`src/verilog/stats_bank_pkg.sv`:
```
// Counter bank constants for read timing and the post-reset clear sweep
package stats_bank_pkg;

    // Cycles from rd_en to rd_valid
    localparam int RD_LATENCY = 2;

    // Clear sweep time spent on each counter entry
    localparam int CLEAR_CYCLES_PER_ENTRY = 1;

endpackage

```
`src/verilog/stats_width_pkg.sv`:
```
// Statistics word widths shared by the collector, the stream and the counter bank
package stats_width_pkg;

    // One channel increment as presented at the inputs
    localparam int INC_W = 8;

    // Increment word on the stream and width of the partial-sum memory
    localparam int STREAM_W = 16;

    // One counter in the bank that wraps on overflow
    localparam int COUNT_W = 32;

    // Channel id on the stream that bounds the channel count to 16
    localparam int ID_W = 4;

endpackage
```
`src/verilog/stats_stream_if.sv`:
```
// Increment message stream from the collector to the counter bank with a valid/ready handshake
interface stats_stream_if;

    logic [stats_width_pkg::STREAM_W-1:0] data;
    logic [stats_width_pkg::ID_W-1:0]     id;
    logic                                 valid;
    logic                                 ready;

    modport src (
        output data,
        output id,
        output valid,
        input  ready
    );

    modport snk (
        input  data,
        input  id,
        input  valid,
        output ready
    );

endinterface

```
`src/verilog/stats_collect.sv`:
```
// Statistics collector that sums per-channel increments and emits them as stream messages
module stats_collect #(
    parameter int CNT = 8,
    parameter int INC_W = stats_width_pkg::INC_W,
    parameter int UPDATE_PERIOD = 1024
) (
    input  logic             clk,
    input  logic             rst,
    input  logic [INC_W-1:0] stat_inc [CNT],
    input  logic [CNT-1:0]   stat_valid,
    input  logic             update,
    stats_stream_if.src      m_stat
);

    localparam int STREAM_W = stats_width_pkg::STREAM_W;
    localparam int ID_W = stats_width_pkg::ID_W;
    localparam int CNT_W = (CNT > 1) ? $clog2(CNT) : 1;
    localparam int ACC_W = INC_W + $clog2(CNT) + 1;
    localparam int PERIOD_W = $clog2(UPDATE_PERIOD + 1);

    logic                wr_phase;
    logic [CNT_W-1:0]    count_reg;
    logic [PERIOD_W-1:0] period_reg;
    logic                zero_reg;
    logic [CNT-1:0]      mark_reg;

    logic [CNT_W-1:0]    count_next;
    logic [PERIOD_W-1:0] period_next;
    logic                zero_next;
    logic [CNT-1:0]      mark_next;

    logic [STREAM_W-1:0] data_reg;
    logic [ID_W-1:0]     id_reg;
    logic                valid_reg;
    logic [STREAM_W-1:0] data_next;
    logic [ID_W-1:0]     id_next;
    logic                valid_next;

    logic [ACC_W-1:0]    acc [CNT];
    logic [CNT-1:0]      acc_clear;

    logic [STREAM_W-1:0] mem [CNT];
    logic [STREAM_W-1:0] mem_rd_data;
    logic [STREAM_W-1:0] mem_wr_data;
    logic [STREAM_W-1:0] part_sum;

    assign m_stat.data = data_reg;
    assign m_stat.id = id_reg;
    assign m_stat.valid = valid_reg;

    // Accumulators are reloaded at their write slot so they only span one pass
    for (genvar n = 0; n < CNT; n++) begin : g_acc
        always_ff @(posedge clk) begin
            if (rst) begin
                acc[n] <= '0;
            end else if (acc_clear[n]) begin
                acc[n] <= stat_valid[n] ? ACC_W'(stat_inc[n]) : '0;
            end else if (stat_valid[n]) begin
                acc[n] <= acc[n] + ACC_W'(stat_inc[n]);
            end
        end
    end

    // Memory holds garbage until the first pass has written every entry
    assign part_sum = zero_reg ? STREAM_W'(acc[count_reg])
                               : mem_rd_data + STREAM_W'(acc[count_reg]);

    always_comb begin
        count_next = count_reg;
        zero_next = zero_reg;
        mark_next = mark_reg;
        period_next = period_reg;

        data_next = data_reg;
        id_next = id_reg;
        valid_next = valid_reg && !m_stat.ready;

        acc_clear = '0;
        mem_wr_data = part_sum;

        if (wr_phase) begin
            acc_clear[count_reg] = 1'b1;
            if (!valid_reg && mark_reg[count_reg]) begin
                mark_next[count_reg] = 1'b0;
                mem_wr_data = '0;
                data_next = part_sum;
                id_next = ID_W'(count_reg);
                valid_next = part_sum != '0;
            end

            if (count_reg == CNT_W'(CNT - 1)) begin
                count_next = '0;
                zero_next = 1'b0;
            end else begin
                count_next = count_reg + 1'b1;
            end
        end

        if (period_reg == '0) begin
            period_next = PERIOD_W'(UPDATE_PERIOD - 1);
            mark_next = '1;
        end else begin
            period_next = period_reg - 1'b1;
        end

        if (update) begin
            mark_next = '1;
        end
    end

    always_ff @(posedge clk) begin
        if (rst) begin
            wr_phase <= 1'b0;
            count_reg <= '0;
            period_reg <= PERIOD_W'(UPDATE_PERIOD - 1);
            zero_reg <= 1'b1;
            mark_reg <= '0;
            valid_reg <= 1'b0;
        end else begin
            wr_phase <= !wr_phase;
            count_reg <= count_next;
            period_reg <= period_next;
            zero_reg <= zero_next;
            mark_reg <= mark_next;
            valid_reg <= valid_next;
        end
    end

    always_ff @(posedge clk) begin
        data_reg <= data_next;
        id_reg <= id_next;
    end

    always_ff @(posedge clk) begin
        if (wr_phase) begin
            mem[count_reg] <= mem_wr_data;
        end else begin
            mem_rd_data <= mem[count_reg];
        end
    end

    a_stream_hold: assert property (
        @(posedge clk) disable iff (rst)
        m_stat.valid && !m_stat.ready |=>
            m_stat.valid && $stable(m_stat.data) && $stable(m_stat.id)
    );

    a_no_zero_msg: assert property (
        @(posedge clk) disable iff (rst)
        m_stat.valid |-> m_stat.data != '0
    );

endmodule

```
`src/verilog/stats_counter.sv`:
```
// Counter bank with post-reset clear, read-modify-write of messages and a fixed-latency read port
module stats_counter #(
    parameter int CNT = 8
) (
    input  logic                                clk,
    input  logic                                rst,
    input  logic                                rd_en,
    input  logic [stats_width_pkg::ID_W-1:0]    rd_addr,
    output logic [stats_width_pkg::COUNT_W-1:0] rd_data,
    output logic                                rd_valid,
    stats_stream_if.snk                         s_stat
);

    localparam int STREAM_W = stats_width_pkg::STREAM_W;
    localparam int COUNT_W = stats_width_pkg::COUNT_W;
    localparam int RD_LAT = stats_bank_pkg::RD_LATENCY;
    localparam int CLR_PER = stats_bank_pkg::CLEAR_CYCLES_PER_ENTRY;
    localparam int CLR_TOTAL = CNT * CLR_PER;
    localparam int CLR_W = $clog2(CLR_TOTAL + 1);
    localparam int ADDR_W = (CNT > 1) ? $clog2(CNT) : 1;

    logic [COUNT_W-1:0]  ram [CNT];
    logic [COUNT_W-1:0]  ram_q;

    logic [CLR_W-1:0]    clear_cnt;
    logic                clearing;
    logic [ADDR_W-1:0]   clear_addr;

    logic                accept;
    logic                wr_pending;
    logic [ADDR_W-1:0]   wr_addr;
    logic [STREAM_W-1:0] inc_reg;
    logic [ADDR_W-1:0]   ram_rd_addr;

    logic [RD_LAT-1:0]   rd_pipe;

    assign clearing = clear_cnt != '0;
    assign clear_addr = ADDR_W'((clear_cnt - 1'b1) / CLR_PER);

    // One message in flight, and a host read takes the RAM read slot
    assign s_stat.ready = !clearing && !wr_pending && !rd_en;
    assign accept = s_stat.valid && s_stat.ready;

    assign ram_rd_addr = rd_en ? ADDR_W'(rd_addr) : ADDR_W'(s_stat.id);

    always_ff @(posedge clk) begin
        if (rst) begin
            clear_cnt <= CLR_W'(CLR_TOTAL);
            wr_pending <= 1'b0;
            rd_pipe <= '0;
        end else begin
            if (clearing) begin
                clear_cnt <= clear_cnt - 1'b1;
            end
            wr_pending <= accept;
            rd_pipe <= {rd_pipe[RD_LAT-2:0], rd_en};
        end
    end

    always_ff @(posedge clk) begin
        if (accept) begin
            wr_addr <= ADDR_W'(s_stat.id);
            inc_reg <= s_stat.data;
        end
    end

    // Read-before-write RAM so the sum uses the value read on the accept cycle
    always_ff @(posedge clk) begin
        if (clearing) begin
            ram[clear_addr] <= '0;
        end else if (wr_pending) begin
            ram[wr_addr] <= ram_q + COUNT_W'(inc_reg);
        end

        if (rd_en || accept) begin
            ram_q <= ram[ram_rd_addr];
        end
    end

    // Second stage of the host read pipeline
    always_ff @(posedge clk) begin
        if (rd_pipe[0]) begin
            rd_data <= ram_q;
        end
    end

    assign rd_valid = rd_pipe[RD_LAT-1];

    a_id_range: assert property (
        @(posedge clk) disable iff (rst)
        s_stat.valid && s_stat.ready |-> s_stat.id < CNT
    );

    a_rd_latency: assert property (
        @(posedge clk) disable iff (rst)
        rd_en |-> ##RD_LAT rd_valid
    );

    a_rd_no_spurious: assert property (
        @(posedge clk) disable iff (rst)
        rd_valid |-> $past(rd_en, RD_LAT)
    );

endmodule

```
`src/verilog/stats_top.sv`:
```
// Statistics top level joining the collector to the counter bank over the increment stream
module stats_top #(
    parameter int CNT = 8,
    parameter int INC_W = stats_width_pkg::INC_W,
    parameter int UPDATE_PERIOD = 1024
) (
    input  logic                                clk,
    input  logic                                rst,
    input  logic [CNT*INC_W-1:0]                stat_inc,
    input  logic [CNT-1:0]                      stat_valid,
    input  logic                                update,
    input  logic                                rd_en,
    input  logic [stats_width_pkg::ID_W-1:0]    rd_addr,
    output logic [stats_width_pkg::COUNT_W-1:0] rd_data,
    output logic                                rd_valid
);

    logic [INC_W-1:0] stat_inc_ch [CNT];

    // Channel n occupies bits n*INC_W upward
    for (genvar n = 0; n < CNT; n++) begin : g_slice
        assign stat_inc_ch[n] = stat_inc[n*INC_W +: INC_W];
    end

    stats_stream_if stat_if ();

    stats_collect #(
        .CNT           (CNT),
        .INC_W         (INC_W),
        .UPDATE_PERIOD (UPDATE_PERIOD)
    ) u_collect (
        .clk        (clk),
        .rst        (rst),
        .stat_inc   (stat_inc_ch),
        .stat_valid (stat_valid),
        .update     (update),
        .m_stat     (stat_if.src)
    );

    stats_counter #(
        .CNT (CNT)
    ) u_counter (
        .clk      (clk),
        .rst      (rst),
        .rd_en    (rd_en),
        .rd_addr  (rd_addr),
        .rd_data  (rd_data),
        .rd_valid (rd_valid),
        .s_stat   (stat_if.snk)
    );

endmodule

```
`config.mk`:
```
export PLATFORM = sky130hd
export DESIGN_NAME = stats_top
export DESIGN_NICKNAME = d
export VERILOG_FILES = /design/src/verilog/stats_bank_pkg.sv /design/src/verilog/stats_width_pkg.sv /design/src/verilog/stats_stream_if.sv /design/src/verilog/stats_collect.sv /design/src/verilog/stats_counter.sv /design/src/verilog/stats_top.sv
export SDC_FILE = /design/constraint.sdc
export NUM_CORES = 1
export LEC_CHECK = 0
export CORE_MARGIN = 2
export CORE_UTILIZATION = 50
export DETAILED_ROUTE_END_ITERATION = 8
export DONT_BUFFER_PORTS = 1
export PLACE_DENSITY = 0.65
export SETUP_SLACK_MARGIN = 0.4
export SYNTH_ARGS = -nofsm -noshare
export SYNTH_HDL_FRONTEND = slang
export SYNTH_SLANG_ARGS = --single-unit
```
`constraint.sdc`:
```
create_clock -name clk -period 11.5 [get_ports clk]
set_input_delay 2.3 -clock clk [delete_from_list [all_inputs] [get_ports clk]]
set_output_delay 2.3 -clock clk [all_outputs]
set_load 0.005 [all_outputs]
```
# ---- Word-level counts from Yosys, hierarchy flattened
# Memory sizes are Yosys's and may differ from the RTL's. A register that Yosys moved wholly into a read port is not among the register bits.
# Cells that the tools add are included.
# Widths: inputs -> output; s select.
dict set report op_classes {
  n_addsub 14
  mul 0
  div_mod_pow 0
  magnitude_cmp 2
  n_eq_ne 1
  shifts 0
  n_mux 110
  bitwise_logic 18
  reduce_logical 24
}
# op count
set op_table {}
lappend op_table {{$mux 12} 16}
lappend op_table {{$mux 8} 13}
lappend op_table {{$add 12x8->12} 8}
lappend op_table {{$mux 1} 70}
lappend op_table {{$mux 16} 3}
lappend op_table {{$add 32x16->32} 1}
lappend op_table {{$mux 32} 1}
lappend op_table {{$reduce_or 32->1} 1}
lappend op_table {{$add 16x12->16} 1}
lappend op_table {{$or 1x1->1} 16}
lappend op_table {{$reduce_bool 16->1} 1}
lappend op_table {{$mux 3} 5}
lappend op_table {{$logic_not 11->1} 1}
lappend op_table {{$sub 11x1->11 const B} 1}
lappend op_table {{$and 8x8->8} 1}
lappend op_table {{$not 8->8} 1}
lappend op_table {{$logic_not 1->1} 7}
lappend op_table {{$logic_and 1x1->1} 6}
lappend op_table {{$reduce_and 2->1} 3}
lappend op_table {{$reduce_bool 3->1} 2}
lappend op_table {{$lt 3x4->1 const B} 1}
lappend op_table {{$reduce_bool 4->1} 1}
lappend op_table {{$sub 4x1->4 const B} 1}
lappend op_table {{$add 3x1->3 const B} 1}
lappend op_table {{other kinds (7)} 7}
dict set report totals {
  register_bits 102
  latch_bits 0
  ramBits 480
  romBits 0
  word_cells 186
  memories 3
}
# memory words word_bits rd rd_clocked_by_memory_dff wr line
set mem_list {}
lappend mem_list {u_counter.ram 8 32 1 1 1 stats_counter.sv:22} ;# logic [COUNT_W-1:0] ram [CNT];
lappend mem_list {u_collect.mem 8 16 1 1 1 stats_collect.sv:42} ;# logic [STREAM_W-1:0] mem [CNT];
lappend mem_list {u_collect.acc 8 12 9 1 8 stats_collect.sv:39} ;# logic [ACC_W-1:0] acc [CNT];

# ---- Depth between registers and ports, before layout
dict set report logic_depth {
  depth_word 10
  mapped_depth 15
}

# ---- Modules after synthesis
# A second synthesis with hierarchy kept.
dict set report unflattened {
  cells_unflattened 2072
  hier_area_um2 29285.6
}
# mod n_inst cells_per_inst area_each_um2 seq_area_each_um2
set modules_own_cells {}
lappend modules_own_cells {stats_collect 1 1345 15356.0 8338.0}
lappend modules_own_cells {stats_counter 1 727 13929.6 10319.9}

# ---- Worst setup path after synthesis
# OpenSTA, ideal clock, no wires.
dict set report synth_path {
  kind {input to register}
  start {input rd_en}
  end {register u_counter.ram_q[0] (read register of u_counter.ram) (data pin)}
  arrival_time_ns 4.200
  required_time_ns 11.240
  slack_ns 7.040
  path_stages 6
  path_buffers 3
  path_cell_list {clkbuf_1 -> mux2i_1 -> buf_1 -> buf_2 -> mux4_2 -> mux2_2}
}
dict set report synth_via {
  elab_chain_len 4
}
# item line
set synth_lines {}
lappend synth_lines {{from (decl)} stats_top.sv:12} ;# input logic rd_en,
lappend synth_lines {{$logic_not 1->1} stats_counter.sv:41} ;# assign s_stat.ready = !clearing && !wr_pending && !rd_en;
lappend synth_lines {{$logic_and 1x1->1} stats_counter.sv:41}
lappend synth_lines {{$logic_and 1x1->1} stats_counter.sv:42} ;# assign accept = s_stat.valid && s_stat.ready;
lappend synth_lines {{$logic_or 1x1->1} stats_counter.sv:75} ;# if (rd_en || accept) begin
lappend synth_lines {{to (decl)} stats_counter.sv:23} ;# logic [COUNT_W-1:0] ram_q;
# Parallel ways exist; a longest one is shown, timed or not.
# A chain may end at the register's enable or synchronous reset.

==> flow_metrics.env <==
export IMPL_synth_cell_types=63
export IMPL_ys_top_cells_by_count="edfxtp_1, nand2_1, nor2_1"
export IMPL_yosys_warnings=0
export IMPL_clkSlewWorstSetupHoldPaths_ns=0.06
export IMPL_swShare=0.268
export IMPL_ys_flop_type="edfxtp_1"
export IMPL_grt_pass1_vias=17135
export IMPL_grt_usage=0.218
export IMPL_postCtsSetupBuffers=0
export IMPL_cp_arrival_ns=5.03
export IMPL_post_cts_resize_count=0
export IMPL_critPathTopFamily="compound AO/OA/AOI/OAI gates"
export IMPL_syn_to_final_growth_pct=11.5
export IMPL_routed_wl_um=64000
export IMPL_remaining_drc_errors=0
export IMPL_powerDensity_nw_per_um2=204
export IMPL_die_w_um=244
export IMPL_synth_edf_count=598
export IMPL_avgSynthCellArea_um2=14.6
export IMPL_yosysTopAreaCellShare=0.624
export IMPL_synth_seq_area_share=0.649
export IMPL_worst_ir_drop_vdd_mv=0.104
export IMPL_tns_ns=0
export IMPL_antenna_found_initial=1
export IMPL_drtIter0Drc=1239
export IMPL_ios=113
export IMPL_vias=16921
export IMPL_cts_buffers=69
export IMPL_die_area_um2=59500
export IMPL_initial_core_util=0.508
export IMPL_core_um2=56600
export IMPL_firstDrtPassIters=7
export IMPL_cap_violations=0
export IMPL_endpoint_kind="register"
export IMPL_async_flop_share=0
export IMPL_required_ns=11.83
export IMPL_grt_ovfl_total=0
export IMPL_worstSkewPairLatency_ns=0.61
export IMPL_start_kind="register"
export IMPL_layout_nets=2196
export IMPL_routabilityCongestion=0.898
export IMPL_synth_area_leaders="edfxtp_1, mux4_2, ha_1"
export IMPL_regMostFlops="u_counter.ram"
export IMPL_top_regs="u_counter.ram (256), u_collect.mem (128), u_collect.acc (96)"
export IMPL_power_switching_w=0.00175
export IMPL_tightestPinTransition_ns=1.18
export IMPL_num_antenna_cells=0
export IMPL_ys_seq_elements=633
export IMPL_cpPeakStageDelay_ns=0.63
export IMPL_worst_setup_path_type="reg2reg"
export IMPL_ff2ff_path_depth=13
export IMPL_timing_rr_end="u_collect.mem[4][11]$_DFFE_PP_"
export IMPL_drive_gt1_frac=0.143
export IMPL_finalNonFillerCells=2818
export IMPL_max_freq_ghz=0.213
export IMPL_rrSetupSlack_ns=6.80
export IMPL_p_int_w=0.00479
export IMPL_post_synth_top_area_cell="edfxtp_1"
export IMPL_synth_cells=1968
export IMPL_yosysMostFrequentCell="edfxtp_1"
export IMPL_die_h_um=244
export IMPL_portBuffers=0
export IMPL_htreeDepth=3
export IMPL_grt_max_degree=59
export IMPL_syn_area_um2=28800
export IMPL_clock_path_buffers=3
export IMPL_ctsHoldBuffers=0
export IMPL_dpl_hpwl_um=41400
export IMPL_min_delay_start="u_collect.m_stat.data[10]$_DFFE_PP_"
export IMPL_dp_cells=2694
export IMPL_period_share=0.409
export IMPL_leakage_nw=11.2
export IMPL_path_common_cell="mux2i_1"
export IMPL_cts_sinks=633
export IMPL_status="completed"
export IMPL_final_seq_area_um2=18700
export IMPL_finalHoldViolCount=0
export IMPL_power_frac_comb=0.174
export IMPL_critical_path_max_fanout=22
export IMPL_largest_register_ffs=256
export IMPL_final_setup_viol_count=0
export IMPL_p_clk_frac=0.336
export IMPL_multi_input_area_um2=9640
export IMPL_clock_skew_ns=0.0336
export IMPL_min_delay_path_depth=0
export IMPL_avgViaCountPerCell=6.00
export IMPL_path_cells="buf_4 -> mux4_2 -> mux2i_1 -> inv_1 -> ha_1 -> a211oi_1 -> o21bai_1 -> a2111oi_0 -> or4_1 -> nor3b_1 -> xnor2_1 -> mux2i_1 -> nor2_1"
export IMPL_num_rows=87
export IMPL_min_to="u_counter.inc_reg[10]$_DFFE_PP_"
export IMPL_hold_class="reg2reg"
export IMPL_synth_nets=2155
export IMPL_rsz0062_at_grt="false"
export IMPL_cpMaxStageDelayCell="mux4_2"
export IMPL_slew_violations=0
export IMPL_wl_per_cell_um=22.7
export IMPL_path_buf_inv=2
export IMPL_cts_tree="done"
export IMPL_cts_root_buf="clkbuf_16"
export IMPL_fill_cells=4405
export IMPL_period_minus_slack_ns=4.70
export IMPL_ant_nets=0
export IMPL_slew_headroom=0.202
export IMPL_pwr_share_seq=0.490
export IMPL_grt_pass1_wl_um=99000
[power by group through the flow]
stage	clock network [W]	registers [W]	logic, W
final	0.00220	0.00321	0.00114
after CTS	0.00223	0.00321	0.00115
after detailed placement	0	0.00325	0.00114
after floorplan	0	0.00318	0.000789
after global routing	0.00232	0.00324	0.00124
after global placement	0	0.00323	0.00112
[metrics by stage]
step / hold WS, ns / power (W) / utilization / instance area, um2 / setup WS [ns]
after global routing: 0.412 / 0.00681 / 0.567 / 32100 / 6.37
after floorplan: 0.384 / 0.00397 / - / 28800 / 7.04
final: 0.408 / 0.00654 / 0.567 / 32100 / 6.80
after global placement: 0.396 / 0.00435 / 0.527 / 29800 / 6.24
after CTS: 0.405 / 0.00659 / 0.567 / 32100 / 6.83
after detailed placement: 0.401 / 0.00440 / 0.527 / 29800 / 6.24
[layout by cell type (no fill, tap or decap), types with 7 or more instances in the layout]
cell,instances
and3_1,25
nand2_1,143
a21boi_0,12
a211oi_1,15
clkinv_1,10
inv_1,93
fa_1,10
o21bai_1,9
a22o_1,15
nor3_1,33
clkbuf_16,72
a21o_1,32
nor4_1,10
clkbuf_1,10
a21oi_1,76
nor2b_1,15
ha_1,97
mux2_2,44
nor2_1,105
nand2b_1,25
o21ai_0,80
mux4_2,85
bufinv_16,7
nand3_1,25
xor2_1,50
a41oi_1,9
nor2_4,8
dfxtp_1,34
a31oi_1,15
or4_1,10
buf_4,29
clkinv_2,16
and2_1,7
or3_1,19
nand4_1,31
o31ai_1,16
a22oi_1,67
xnor2_1,31
edfxtp_1,598
[area by class of cell]
cell class / instances / share of cell area
sequential: 633 / 0.582
inverter: 94 / 0.0110
clock inverter: 42 / 0.0133
clock buffer: 82 / 0.0573
tap: 756 / 0.0295
multi-input combinational: 1182 / 0.301
timing repair buffer: 29 / 0.00679
[worst max-delay path by stage]
stage,from,cells after the start,slack [ns],end
floorplan,rd_en,6,7.04,u_counter.ram_q[0]$_DFFE_PP_
global placement,rd_en,4,6.24,u_counter.ram_q[10]$_DFFE_PP_
detailed placement,rd_en,4,6.24,u_counter.ram_q[7]$_DFFE_PP_
CTS,register,13,6.83,u_collect.mem[1][11]$_DFFE_PP_
global route,register,13,6.37,u_collect.mem[1][11]$_DFFE_PP_
finish,register,13,6.80,u_collect.mem[4][11]$_DFFE_PP_
[routing by layer]
metal / wire, um / up-vias / global-route usage
met4: 1970 / 2 / 0.0777
met1: 26700 / 8510 / 0.281
met5: 16 / - / 0
met3: 3810 / 122 / 0.0441
met2: 31500 / 533 / 0.367
li1: - / 7754 / -
[cells by family (layout without fill, tap and decap cells)]
kind of cell / after synthesis / count (layout) / share of synthesized area
multiplexers: 141 / 141 / 0.0901
AND/OR/NAND/NOR: 485 / 485 / 0.0821
flip-flops: 633 / 633 / 0.649
adder cells (fa/ha/maj): 107 / 107 / 0.0491
XOR/XNOR: 81 / 81 / 0.0247
buffers and inverters: 153 / 247 / 0.0211
AO/OA/AOI/OAI: 368 / 368 / 0.0843
[worst reg2reg max path: cells and delay by family (launching register included)]
family / cells / cell delay (ns)
AO/OA/AOI/OAI: 3 / 1.19
multiplexers: 3 / 1.16
buffers and inverters: 2 / 0.46
adder cells (fa/ha/maj): 1 / 0.30
XOR/XNOR: 1 / 0.15
AND/OR/NAND/NOR: 3 / 0.84
flip-flops: 1 / 0.32
Power figures use the tool's default switching activity.
